[src/common/mmu_config.svh]
// Sizes, address fields and PTE bit positions of the Sv32 data MMU.
// Included by the package, the RTL and the testbench.
`ifndef MMU_CONFIG_SVH
`define MMU_CONFIG_SVH

// TLB geometry
`define DTLB_ENTRIES 16
`define DTLB_WIDTH 4

// One Sv32 VPN field
`define VPN_W 10

// PPN kept after truncation to a 32-bit physical space
`define PPN_W 20

// Page offset
`define PAGE_OFS_W 12

// PTE flag positions
`define PTE_V 0
`define PTE_R 1
`define PTE_W 2
`define PTE_X 3

// First bit of the PPN field in a PTE
`define PTE_PPN_LSB 10

`endif
[src/common/mmu_pkg.sv]
// Types shared by the data MMU blocks and the testbench.
// Modules take them with a wildcard import in their header.
`include "mmu_config.svh"

package mmu_pkg;

    // Raw 32-bit Sv32 page-table entry
    // Flags and PPN are picked out with the PTE_* positions
    typedef logic [31:0] pte_t;

    // Physical page number, upper PPN bits dropped
    typedef logic [`PPN_W-1:0] ppn_t;

    // Page-table walker states
    // Literals carry a prefix so both FSMs can share the package
    typedef enum logic [2:0] {
        PTW_IDLE,
        PTW_L1_REQ,
        PTW_L1_WAIT,
        PTW_L0_REQ,
        PTW_L0_WAIT,
        PTW_DONE
    } ptw_state_e;

    // Request sequencer states
    typedef enum logic [1:0] {
        CTRL_IDLE,
        CTRL_LOOKUP,
        CTRL_WALK,
        CTRL_RESP
    } ctrl_state_e;

endpackage

[src/hdl/mmu_top.sv]
// Data-side Sv32 MMU top, joins satp registers, sequencer, TLB and walker.
`timescale 1ns/100ps
`include "mmu_config.svh"

module mmu_top
    import mmu_pkg::*;
(
    input  logic        clk,
    input  logic        rst_n,
    input  logic        satp_we,
    input  logic [31:0] satp_wdata,
    input  logic        sfence,
    input  logic        req,
    input  logic [31:0] vaddr,
    output logic        busy,
    output logic        done,
    output logic        fault,
    output logic [31:0] paddr,
    output logic        mem_rd,
    output logic [31:0] mem_addr,
    input  logic [31:0] mem_rdata,
    input  logic        mem_rvalid
);

    logic                xlate_en;
    ppn_t                root_ppn;
    logic                tlb_flush;
    logic [2*`VPN_W-1:0] lookup_vpn;
    logic                hit;
    pte_t                hit_pte;
    logic                hit_super;
    logic                walk_start;
    logic                walk_done;
    pte_t                walk_pte;
    logic                walk_super;
    logic                walk_fault;
    logic                tlb_update;
    logic [2*`VPN_W-1:0] upd_vpn;
    pte_t                upd_pte;
    logic                upd_super;

    satp_regs satp_regs_inst (
        .clk, .rst_n, .satp_we, .satp_wdata, .sfence,
        .xlate_en, .root_ppn, .tlb_flush
    );

    mmu_ctrl mmu_ctrl_inst (
        .clk, .rst_n, .req, .vaddr, .busy, .done, .fault, .paddr,
        .xlate_en, .lookup_vpn, .hit, .hit_pte, .hit_super,
        .walk_start, .walk_done, .walk_pte, .walk_super, .walk_fault
    );

    dtlb dtlb_inst (
        .clk, .rst_n, .lookup_vpn, .hit, .hit_pte, .hit_super,
        .tlb_update, .upd_vpn, .upd_pte, .upd_super, .tlb_flush
    );

    // Walk VPN is the latched request VPN shown on the lookup port
    ptw ptw_inst (
        .clk, .rst_n, .walk_start, .walk_vpn(lookup_vpn), .root_ppn,
        .walk_done, .walk_pte, .walk_super, .walk_fault,
        .tlb_update, .upd_vpn, .upd_pte, .upd_super,
        .mem_rd, .mem_addr, .mem_rdata, .mem_rvalid
    );

endmodule

[src/hdl/mmu_ctrl.sv]
// Request sequencer of the data MMU.
// Picks bare, TLB hit, walk or fault and registers the response.
`timescale 1ns/100ps
`include "mmu_config.svh"

module mmu_ctrl
    import mmu_pkg::*;
(
    input  logic                clk,
    input  logic                rst_n,
    input  logic                req,
    input  logic [31:0]         vaddr,
    output logic                busy,
    output logic                done,
    output logic                fault,
    output logic [31:0]         paddr,
    input  logic                xlate_en,
    output logic [2*`VPN_W-1:0] lookup_vpn,
    input  logic                hit,
    input  pte_t                hit_pte,
    input  logic                hit_super,
    output logic                walk_start,
    input  logic                walk_done,
    input  pte_t                walk_pte,
    input  logic                walk_super,
    input  logic                walk_fault
);

    ctrl_state_e state;
    logic [31:0] vaddr_q;

    // Leaf PPN joined with the page offset
    // Superpages also keep VPN[0] of the address
    function automatic logic [31:0] form_paddr(pte_t pte, logic is_super, logic [31:0] va);
        ppn_t ppn;
        ppn = pte[`PTE_PPN_LSB+`PPN_W-1:`PTE_PPN_LSB];
        if (is_super) begin
            return {ppn[`PPN_W-1:`VPN_W], va[`PAGE_OFS_W+`VPN_W-1:0]};
        end
        return {ppn, va[`PAGE_OFS_W-1:0]};
    endfunction

    // Request cycle looks up the live address
    // Later states use the latched one, which also feeds the walker
    assign lookup_vpn = (state == CTRL_IDLE) ? vaddr[31:`PAGE_OFS_W] : vaddr_q[31:`PAGE_OFS_W];

    assign busy       = (state != CTRL_IDLE);
    assign done       = (state == CTRL_RESP);
    assign walk_start = (state == CTRL_LOOKUP);

    always_ff @(posedge clk) begin
        if (!rst_n) begin
            state <= CTRL_IDLE;
            fault <= 1'b0;
        end else begin
            case (state)
                CTRL_IDLE: begin
                    if (req) begin
                        vaddr_q <= vaddr;
                        if (!xlate_en) begin
                            // Bare mode passes the address through
                            paddr <= vaddr;
                            fault <= 1'b0;
                            state <= CTRL_RESP;
                        end else if (hit) begin
                            paddr <= form_paddr(hit_pte, hit_super, vaddr);
                            fault <= 1'b0;
                            state <= CTRL_RESP;
                        end else begin
                            state <= CTRL_LOOKUP;
                        end
                    end
                end
                // Miss starts the walker
                CTRL_LOOKUP: state <= CTRL_WALK;
                CTRL_WALK: begin
                    if (walk_done) begin
                        // Take the PTE straight from the walker
                        paddr <= form_paddr(walk_pte, walk_super, vaddr_q);
                        fault <= walk_fault;
                        state <= CTRL_RESP;
                    end
                end
                CTRL_RESP: state <= CTRL_IDLE;
                default:   state <= CTRL_IDLE;
            endcase
        end
    end

endmodule

[src/ptw/ptw.sv]
// Two-level Sv32 page-table walker for the data TLB.
// Reads PTEs one at a time over the memory read port and refills the TLB.
`timescale 1ns/100ps
`include "mmu_config.svh"

module ptw
    import mmu_pkg::*;
(
    input  logic                clk,
    input  logic                rst_n,
    input  logic                walk_start,
    input  logic [2*`VPN_W-1:0] walk_vpn,
    input  ppn_t                root_ppn,
    output logic                walk_done,
    output pte_t                walk_pte,
    output logic                walk_super,
    output logic                walk_fault,
    output logic                tlb_update,
    output logic [2*`VPN_W-1:0] upd_vpn,
    output pte_t                upd_pte,
    output logic                upd_super,
    output logic                mem_rd,
    output logic [31:0]         mem_addr,
    input  logic [31:0]         mem_rdata,
    input  logic                mem_rvalid
);

    ptw_state_e state;

    logic [2*`VPN_W-1:0] vpn_q;
    // Table base for the current level
    ppn_t                base_q;
    pte_t                pte_q;
    logic                super_q;
    logic                fault_q;

    logic                rd_valid;
    logic                rd_leaf;
    ppn_t                rd_ppn;
    logic [`VPN_W-1:0]   vpn_sel;

    // Decode the returned PTE
    assign rd_valid = mem_rdata[`PTE_V];
    assign rd_leaf  = mem_rdata[`PTE_R] | mem_rdata[`PTE_X];
    assign rd_ppn   = mem_rdata[`PTE_PPN_LSB+`PPN_W-1:`PTE_PPN_LSB];

    // VPN[1] indexes the root table, VPN[0] the second level
    assign vpn_sel  = (state == PTW_L0_REQ) ? vpn_q[`VPN_W-1:0] : vpn_q[2*`VPN_W-1:`VPN_W];
    assign mem_addr = {base_q, vpn_sel, 2'b00};
    assign mem_rd   = (state == PTW_L1_REQ) || (state == PTW_L0_REQ);

    always_ff @(posedge clk) begin
        if (!rst_n) begin
            state <= PTW_IDLE;
        end else begin
            case (state)
                PTW_IDLE: begin
                    if (walk_start) begin
                        state <= PTW_L1_REQ;
                    end
                end
                PTW_L1_REQ: state <= PTW_L1_WAIT;
                PTW_L1_WAIT: begin
                    if (mem_rvalid) begin
                        // Invalid entry or superpage leaf ends the walk here
                        if (!rd_valid || rd_leaf) begin
                            state <= PTW_DONE;
                        end else begin
                            state <= PTW_L0_REQ;
                        end
                    end
                end
                PTW_L0_REQ: state <= PTW_L0_WAIT;
                PTW_L0_WAIT: begin
                    if (mem_rvalid) begin
                        state <= PTW_DONE;
                    end
                end
                PTW_DONE: state <= PTW_IDLE;
                default:  state <= PTW_IDLE;
            endcase
        end
    end

    // Walk context and result
    always_ff @(posedge clk) begin
        if (state == PTW_IDLE && walk_start) begin
            vpn_q  <= walk_vpn;
            base_q <= root_ppn;
        end
        if (state == PTW_L1_WAIT && mem_rvalid) begin
            pte_q   <= mem_rdata;
            super_q <= rd_leaf;
            fault_q <= !rd_valid;
            // Pointer entry, follow it to level 0
            base_q  <= rd_ppn;
        end
        if (state == PTW_L0_WAIT && mem_rvalid) begin
            pte_q   <= mem_rdata;
            super_q <= 1'b0;
            // Level 0 must hold a leaf
            fault_q <= !rd_valid || !rd_leaf;
        end
    end

    assign walk_done  = (state == PTW_DONE);
    assign walk_pte   = pte_q;
    assign walk_super = super_q;
    assign walk_fault = fault_q;

    // Refill in the done cycle, faults are never cached
    assign tlb_update = walk_done && !fault_q;
    assign upd_vpn    = vpn_q;
    assign upd_pte    = pte_q;
    assign upd_super  = super_q;

endmodule

[src/hdl/dtlb.sv]
// Direct-mapped data TLB, combinational lookup with refill and flush-all.
// Indexed by the low bits of VPN[1] so a superpage fills a single slot.
`timescale 1ns/100ps
`include "mmu_config.svh"

module dtlb
    import mmu_pkg::*;
(
    input  logic                 clk,
    input  logic                 rst_n,
    input  logic [2*`VPN_W-1:0]  lookup_vpn,
    output logic                 hit,
    output pte_t                 hit_pte,
    output logic                 hit_super,
    input  logic                 tlb_update,
    input  logic [2*`VPN_W-1:0]  upd_vpn,
    input  pte_t                 upd_pte,
    input  logic                 upd_super,
    input  logic                 tlb_flush
);

    // Entry storage
    logic [`DTLB_ENTRIES-1:0] valid_q;
    logic [`VPN_W-1:0]        vpn1_q  [`DTLB_ENTRIES];
    logic [`VPN_W-1:0]        vpn0_q  [`DTLB_ENTRIES];
    logic                     super_q [`DTLB_ENTRIES];
    pte_t                     pte_q   [`DTLB_ENTRIES];

    logic [`DTLB_WIDTH-1:0] r_index;
    logic [`DTLB_WIDTH-1:0] w_index;
    logic [`VPN_W-1:0]      lk_vpn1;
    logic [`VPN_W-1:0]      lk_vpn0;

    // Split the looked-up VPN into its two Sv32 fields
    assign lk_vpn1 = lookup_vpn[2*`VPN_W-1:`VPN_W];
    assign lk_vpn0 = lookup_vpn[`VPN_W-1:0];

    // Both ports index with the low bits of VPN[1]
    assign r_index = lookup_vpn[`DTLB_WIDTH+`VPN_W-1:`VPN_W];
    assign w_index = upd_vpn[`DTLB_WIDTH+`VPN_W-1:`VPN_W];

    // Lookup
    always_comb begin
        hit       = 1'b0;
        hit_pte   = pte_q[r_index];
        hit_super = super_q[r_index];
        if (valid_q[r_index] && (vpn1_q[r_index] == lk_vpn1)) begin
            // A superpage covers every VPN[0]
            if (super_q[r_index] || (vpn0_q[r_index] == lk_vpn0)) begin
                hit = 1'b1;
            end
        end
    end

    // Valid bits, flush wins over a refill in the same cycle
    always_ff @(posedge clk) begin
        if (!rst_n) begin
            valid_q <= '0;
        end else if (tlb_flush) begin
            valid_q <= '0;
        end else if (tlb_update) begin
            valid_q[w_index] <= 1'b1;
        end
    end

    // Entry payload, only meaningful behind its valid bit
    always_ff @(posedge clk) begin
        if (tlb_update && !tlb_flush) begin
            vpn1_q[w_index]  <= upd_vpn[2*`VPN_W-1:`VPN_W];
            vpn0_q[w_index]  <= upd_vpn[`VPN_W-1:0];
            super_q[w_index] <= upd_super;
            pte_q[w_index]   <= upd_pte;
        end
    end

endmodule

[src/hdl/satp_regs.sv]
// satp register of the data MMU and the TLB flush pulse.
`timescale 1ns/100ps
`include "mmu_config.svh"

module satp_regs
    import mmu_pkg::*;
(
    input  logic        clk,
    input  logic        rst_n,
    input  logic        satp_we,
    input  logic [31:0] satp_wdata,
    input  logic        sfence,
    output logic        xlate_en,
    output ppn_t        root_ppn,
    output logic        tlb_flush
);

    always_ff @(posedge clk) begin
        if (!rst_n) begin
            // Bare mode with a zero root after reset
            xlate_en  <= 1'b0;
            root_ppn  <= '0;
            tlb_flush <= 1'b0;
        end else begin
            // New address space or explicit fence, drop all cached mappings
            tlb_flush <= satp_we | sfence;
            if (satp_we) begin
                // Bit 31 is the Sv32 mode bit
                xlate_en <= satp_wdata[31];
                root_ppn <= satp_wdata[`PPN_W-1:0];
            end
        end
    end

endmodule

[config.mk]
export PLATFORM = sky130hd
export DESIGN_NAME = mmu_top
export DESIGN_NICKNAME = d
export VERILOG_FILES = /design/src/common/mmu_pkg.sv /design/src/hdl/mmu_top.sv /design/src/hdl/mmu_ctrl.sv /design/src/ptw/ptw.sv /design/src/hdl/dtlb.sv /design/src/hdl/satp_regs.sv
export VERILOG_INCLUDE_DIRS = /design/src /design/src/common
export SDC_FILE = /design/constraint.sdc
export NUM_CORES = 1
export LEC_CHECK = 0
export ABC_AREA = 1
export BUFFER_PORTS_ARGS = -buffer_cell sky130_fd_sc_hd__clkbuf_2
export CAP_MARGIN = 10
export CORE_UTILIZATION = 55
export DETAILED_ROUTE_END_ITERATION = 10
export PLACE_DENSITY_LB_ADDON = 0.12
export SYNTH_ARGS = -nofsm -noshare
export SYNTH_HDL_FRONTEND = slang
export SYNTH_SLANG_ARGS = --single-unit
[constraint.sdc]
create_clock -name clk -period 12 [get_ports clk]
set_input_delay 3.6 -clock clk [delete_from_list [all_inputs] [get_ports clk]]
set_output_delay 3.6 -clock clk [all_outputs]
set_load 0.02 [all_outputs]
==> results.cfg, run 1 <==
[status]
outcome = finished clean

[sta]
fin_tns_setup_ns = 0
whs_ns = 0.450
worst_pin_slew_ns = 1.23
finalSetupViolCount = 0
slew_headroom = 0.180
max_freq_mhz = 119
fin_skew_ns = 0.0122
hold_violations = 0
setup_ws_ns = 3.62
period_minus_slack_ns = 8.38
slew_violations = 0
rsz0062_at_grt = no
final.period_utilization = 0.698

[final_layout]
fin_cells = 3584
insertedDiodeCount = 0
finalInstanceArea_um2 = 36800
final_net_count = 2852
area_growth_pct = 12.5
final_core_util = 0.625
layout-drive-gt1-share = 0.123

[pwr]
pwr_density_cell_nw_per_um2 = 231
p_sw_frac = 0.342
clkPwrFrac = 0.298
p_sw_mw = 2.91
power.internal_mw = 5.59
leakage_nw = 12.7
finalPower_mw = 8.50
pwr-share-comb = 0.274
vdd_drop_max_uv = 178
pwr-share-seq = 0.428

[global_route]
grt_pass1_wl_mm = 125
grt_pass1_vias = 20400
grt_max_degree = 182
antenna_found_initial = 2
grt_usage = 0.282
grt_remaining_overflow = 0

[clocking]
postCtsSetupBuffers = 0
cts_tree = done
h-tree-depth = 3
cts.sinks = 826
clock_path_buffers = 3
cts_root_buffer = clkbuf_16
numCtsBuffers = 82
clk_pin_slew_ns = 0.06
insertion_delay_ns = 0.62
hold_buffers = 0
cts_resized = 0

[synth]
async_flop_share = 0
syn_avg_cell_area_um2 = 12.4
synth_top_cell_by_area = edfxtp_1
synth_top_area_share = 0.716
ys_seq_area_frac = 0.744
yosys_warnings = 0
synth_edf_count = 781
syn-cell-area_um2 = 32700
synth_ff_type = edfxtp_1
synth_seq_cells = 826
synth_cell_types = 36
ys_top_cells_by_area = edfxtp_1 (72%), nand2_1 (5.7%), nand3_1 (4.8%)
syn_inst = 2640

[setup_path]
cp_data_required_time_ns = 12.27
critPathMaxFanout = 181
r2r-end = mmu_ctrl_inst.paddr[25]$_DFFE_PP_
worstRegToRegCells = 17
critPathLaunchType = input pin
cp_data_arrival_time_ns = 8.65
end_kind = flip-flop
rrSetupSlack_ns = 5.61
r2r_start = mmu_ctrl_inst.state[0]$_SDFFE_PN0P_
crit_type = input pin to flip-flop
crit_end = mmu_ctrl_inst.paddr[25]$_DFFE_PP_
startpoint = vaddr[22]

[placed_design]
dp.cells = 3435
pre_cts_ws_ns = 3.07
place_area_um2 = 34200
place_congestion = 0.838
place_hpwl_mm = 45.7
numPortBuffers = 147

[floorplan]
die_w_um = 246
io_pins = 170
dieArea_um2 = 60500
rows = 89
start_util = 0.556
core-area_um2 = 58900
die_h_um = 246

[drt]
drtPass1Iterations = 6
avgRoutedWirePerCell_um = 23.7
drtIter0Drc = 2276
drt-total-wl_mm = 85.0
drc = 0
vias = 21300
ant_nets = 0
via_per_inst = 5.94

[worst_hold_path]
hp-class = flip-flop to flip-flop

[flow_run]
maxCapViolCount = 0
-- cell type report --
| type | count | area, µm² |
|---|---|---|
| clock buffers | 112 | 2300 |
| clock inverters | 37 | 353 |
| fillers | 4461 | 22100 |
| inverters | 78 | 294 |
| multi-input cells | 1573 | 7540 |
| flip-flops and latches | 826 | 24400 |
| well taps | 773 | 967 |
| repair buffers | 185 | 1020 |
-- worst min-delay path by stage --
stage | start | end | cells after the start | slack (ns)
after floorplan | dtlb_inst.valid_q[11]$_SDFFE_PP0P_ | dtlb_inst.valid_q[11]$_SDFFE_PP0P_ | 2 | 0.43
after global placement | dtlb_inst.valid_q[15]$_SDFFE_PP0P_ | dtlb_inst.valid_q[15]$_SDFFE_PP0P_ | 2 | 0.44
after detailed placement | dtlb_inst.valid_q[1]$_SDFFE_PP0P_ | dtlb_inst.valid_q[1]$_SDFFE_PP0P_ | 2 | 0.44
after CTS | dtlb_inst.valid_q[1]$_SDFFE_PP0P_ | dtlb_inst.valid_q[1]$_SDFFE_PP0P_ | 2 | 0.45
after global routing | dtlb_inst.valid_q[11]$_SDFFE_PP0P_ | dtlb_inst.valid_q[11]$_SDFFE_PP0P_ | 2 | 0.46
final | dtlb_inst.valid_q[1]$_SDFFE_PP0P_ | dtlb_inst.valid_q[1]$_SDFFE_PP0P_ | 2 | 0.45
-- registers in the layout, indices dropped and copies added, names as in the netlist --
register,count
dtlb_inst.pte_q,320
dtlb_inst.vpn0_q,160
dtlb_inst.vpn1_q,160
mmu_ctrl_inst.paddr,32
mmu_ctrl_inst.vaddr_q,32
ptw_inst.base_q,20
ptw_inst.upd_pte,20
ptw_inst.upd_vpn,20
satp_regs_inst.root_ppn,20
dtlb_inst.super_q,16
dtlb_inst.valid_q,16
ptw_inst.state,3
mmu_ctrl_inst.state,2
mmu_ctrl_inst.fault,1
ptw_inst.upd_super,1
ptw_inst.walk_fault,1
satp_regs_inst.tlb_flush,1
satp_regs_inst.xlate_en,1
-- cell usage after synthesis, drive strengths merged, types with 6 or more instances --
cell / number
o21ai: 286
o211ai: 24
o221ai: 39
inv: 77
mux2: 6
clkbuf: 76
o22ai: 48
dfxtp: 45
edfxtp: 781
nand3b: 8
nor3: 9
nor2: 279
a21oi: 35
nand2: 499
buf: 88
nand3: 315
-- kinds of logic (layout without fill, tap and decap cells) --
family	count (synthesis)	count (layout)	synth area share
muxes	8	8	0.00267
AOI/OAI and AO/OA	439	439	0.0765
adders and majority gates	4	4	0.00153
buffers and inverters	242	412	0.0323
other	1	2	0.000115
DFF	826	826	0.744
and+or+nand+nor	1116	1116	0.142
xor gates and xnor gates	4	4	0.00107
-- worst max-delay path: stages --
cell      delay [ns]
clkbuf_2        0.20
nand2_1         0.69
nand2_8         1.08
buf_4           0.81
o21ai_0         0.18
o221ai_1        0.24
o211ai_1        0.12
nand2_1         0.20
inv_1           0.07
nand2_1         0.07
nand2_1         0.08
nand2_2         0.11
nand2_1         0.09
nor2_4          0.39
buf_4           0.46
-- per-layer routing --
layer	part of all wire	GRT usage
met1	0.41	0.390
met4	0.032	0.0990
met5	0	0
met3	0.073	0.0407
met2	0.49	0.458
-- cells in the final DEF (no fill, tap or decap), types with 24 or more instances in the layout --
cell / instances
a21oi_1: 35
buf_4: 38
clkbuf_16: 87
clkbuf_2: 147
dfxtp_1: 44
edfxtp_1: 781
inv_1: 73
nand2_1: 493
nand3_1: 315
nor2_1: 259
o211ai_1: 24
o21ai_0: 264
o221ai_1: 39
o22ai_1: 48
-- power by group through the flow --
| stage | sequential (mW) | clock [mW] | combinational, mW |
|---|---|---|---|
| after floorplan | 3.71 | 0 | 1.54 |
| after CTS | 3.64 | 2.56 | 2.33 |
| after global routing | 3.66 | 2.67 | 2.56 |
| after global placement | 3.68 | 0 | 2.27 |
| final | 3.64 | 2.53 | 2.33 |
| after detailed placement | 3.70 | 0 | 2.32 |
Note: power is estimated with default switching activity, not from simulation.
==> run 2, diff against run 1 <==
clock period = 7.8 ns   (was 12 ns; I/O delays follow)
==> results.cfg, run 2 (synthesis results as in run 1) <==
[drt]
vias = 21700
via_per_inst = 6.04
drc = 0
avgRoutedWirePerCell_um = 24.0
ant_nets = 0
drtIter0Drc = 2196
drtPass1Iterations = 6
drt-total-wl_mm = 86.2

[final_layout]
largest_reg_flops = 320
layout-drive-gt1-share = 0.124
multi_input_area_um2 = 7540
final_cell_mix = edfxtp_1 (781), nand2_1 (493), nand3_1 (315), o21ai_0 (264), nor2_1 (259)
reg.largest.list = dtlb_inst.pte_q: 320 flops, dtlb_inst.vpn0_q: 160 flops, dtlb_inst.vpn1_q: 160 flops
area_growth_pct = 12.3
nFillCells = 4516
final_net_count = 2856
final_common_cell = edfxtp_1
max_flop_register = dtlb_inst.pte_q
regArea_um2 = 24400
fin_cells = 3591

[global_route]
grt_remaining_overflow = 0
grt_pass1_wl_mm = 128
antenna_found_initial = 1
grt_usage = 0.287
grt_max_degree = 143
grt_pass1_vias = 20900

[sta]
slew_violations = 0
fin_skew_ns = 0.0198
slew_headroom = 0.202
final.period_utilization = 0.720
whs_ns = 0.449
fin_tns_setup_ns = 0
max_freq_mhz = 178
period_minus_slack_ns = 5.61
hold_violations = 0
worst_pin_slew_ns = 1.20
rsz0062_at_grt = no
finalSetupViolCount = 0

[placed_design]
place_congestion = 0.859
place_hpwl_mm = 46.8
dp.cells = 3437
numPortBuffers = 147

[pwr]
finalPower_mw = 12.9
pwr_density_cell_nw_per_um2 = 352
vdd_drop_max_uv = 227
leakage_nw = 12.7

[setup_path]
cpPeakStageDelay_ns = 0.91
cp_data_arrival_time_ns = 5.90
path_cells = clkbuf_2, nand2_1, o21ai_4, clkinv_2, buf_4, nand3_1, nand3_1, nand2_1, nand2_1, a21oi_1, nand3_1, nand2_1, nand2_1, nand2_2, nand2_1, nor2_4, buf_12
crit_family = buffers and inverters
crit_type = input pin to flip-flop
critPathMaxFanout = 43
cpMostUsedCell = nand2_1
critPathBufInv = 4
end_kind = flip-flop
critPathLaunchType = input pin
cp_data_required_time_ns = 8.09
slowest_stage = clkinv_2

[clocking]
cts_root_buffer = clkbuf_16
clock_path_buffers = 3
cts.sinks = 826
hold_buffers = 0
insertion_delay_ns = 0.62
numCtsBuffers = 84
postCtsSetupBuffers = 0
cts_tree = done
clk_pin_slew_ns = 0.06
cts_resized = 0
h-tree-depth = 3

[floorplan]
dieArea_um2 = 60500
start_util = 0.556
rows = 89
die_h_um = 246
core-area_um2 = 58900
die_w_um = 246
io_pins = 170

[flow_run]
maxCapViolCount = 0

[status]
outcome = finished clean

[worst_hold_path]
hp-class = flip-flop to flip-flop
run 2: layer usage:
| metal | global-route usage | part of all wire | up-vias |
|---|---|---|---|
| met2 | 0.461 | 0.48 | 963 |
| li1 | - | - | 9749 |
| met5 | 0 | 0 | - |
| met4 | 0.109 | 0.034 | 0 |
| met1 | 0.401 | 0.41 | 10800 |
| met3 | 0.0388 | 0.077 | 176 |
run 2: path summary, 6_finish.rpt:
kind	startpoint	endpoint	slack (ns)	cells after the start
worst min-delay path	dtlb_inst.valid_q[3]$_SDFFE_PP0P_	dtlb_inst.valid_q[3]$_SDFFE_PP0P_	0.45	2
worst max register to register	mmu_ctrl_inst.state[1]$_SDFFE_PN0P_	mmu_ctrl_inst.paddr[31]$_DFFE_PP_	2.93	18
worst max-delay path	vaddr[24]	mmu_ctrl_inst.paddr[31]$_DFFE_PP_	2.19	17
worst min register to register	dtlb_inst.valid_q[3]$_SDFFE_PP0P_	dtlb_inst.valid_q[3]$_SDFFE_PP0P_	0.45	2
run 2: worst min-delay path: stages (launching register included):
cell and delay, ns:
dfxtp_1 0.31, inv_1 0.04, a21oi_1 0.05
run 2: layout make-up:
cell class                 instances  area share
antenna                            1   0.0000680
sequential                       826       0.662
inverter                          78     0.00799
tap                              773      0.0263
timing repair buffer             187      0.0299
multi-input combinational       1573       0.205
clock inverter                    33     0.00537
clock buffer                     120      0.0633
run 2: power breakdown:
group          leakage, nW  internal, mW  switching, mW
logic                 4.06          1.01           2.57
clock network         1.23          2.11           1.62
registers             7.42          5.33          0.304
total                 12.7          8.45           4.50
run 2: per-stage QoR:
step / setup WS (ns) / area, µm² / util
after floorplan: 2.31 / 32800 / -
after global placement: 1.60 / 34300 / 0.582
after detailed placement: 1.56 / 34300 / 0.582
after CTS: 2.20 / 36800 / 0.624
after global routing: 2.00 / 36800 / 0.624
final: 2.19 / 36800 / 0.624
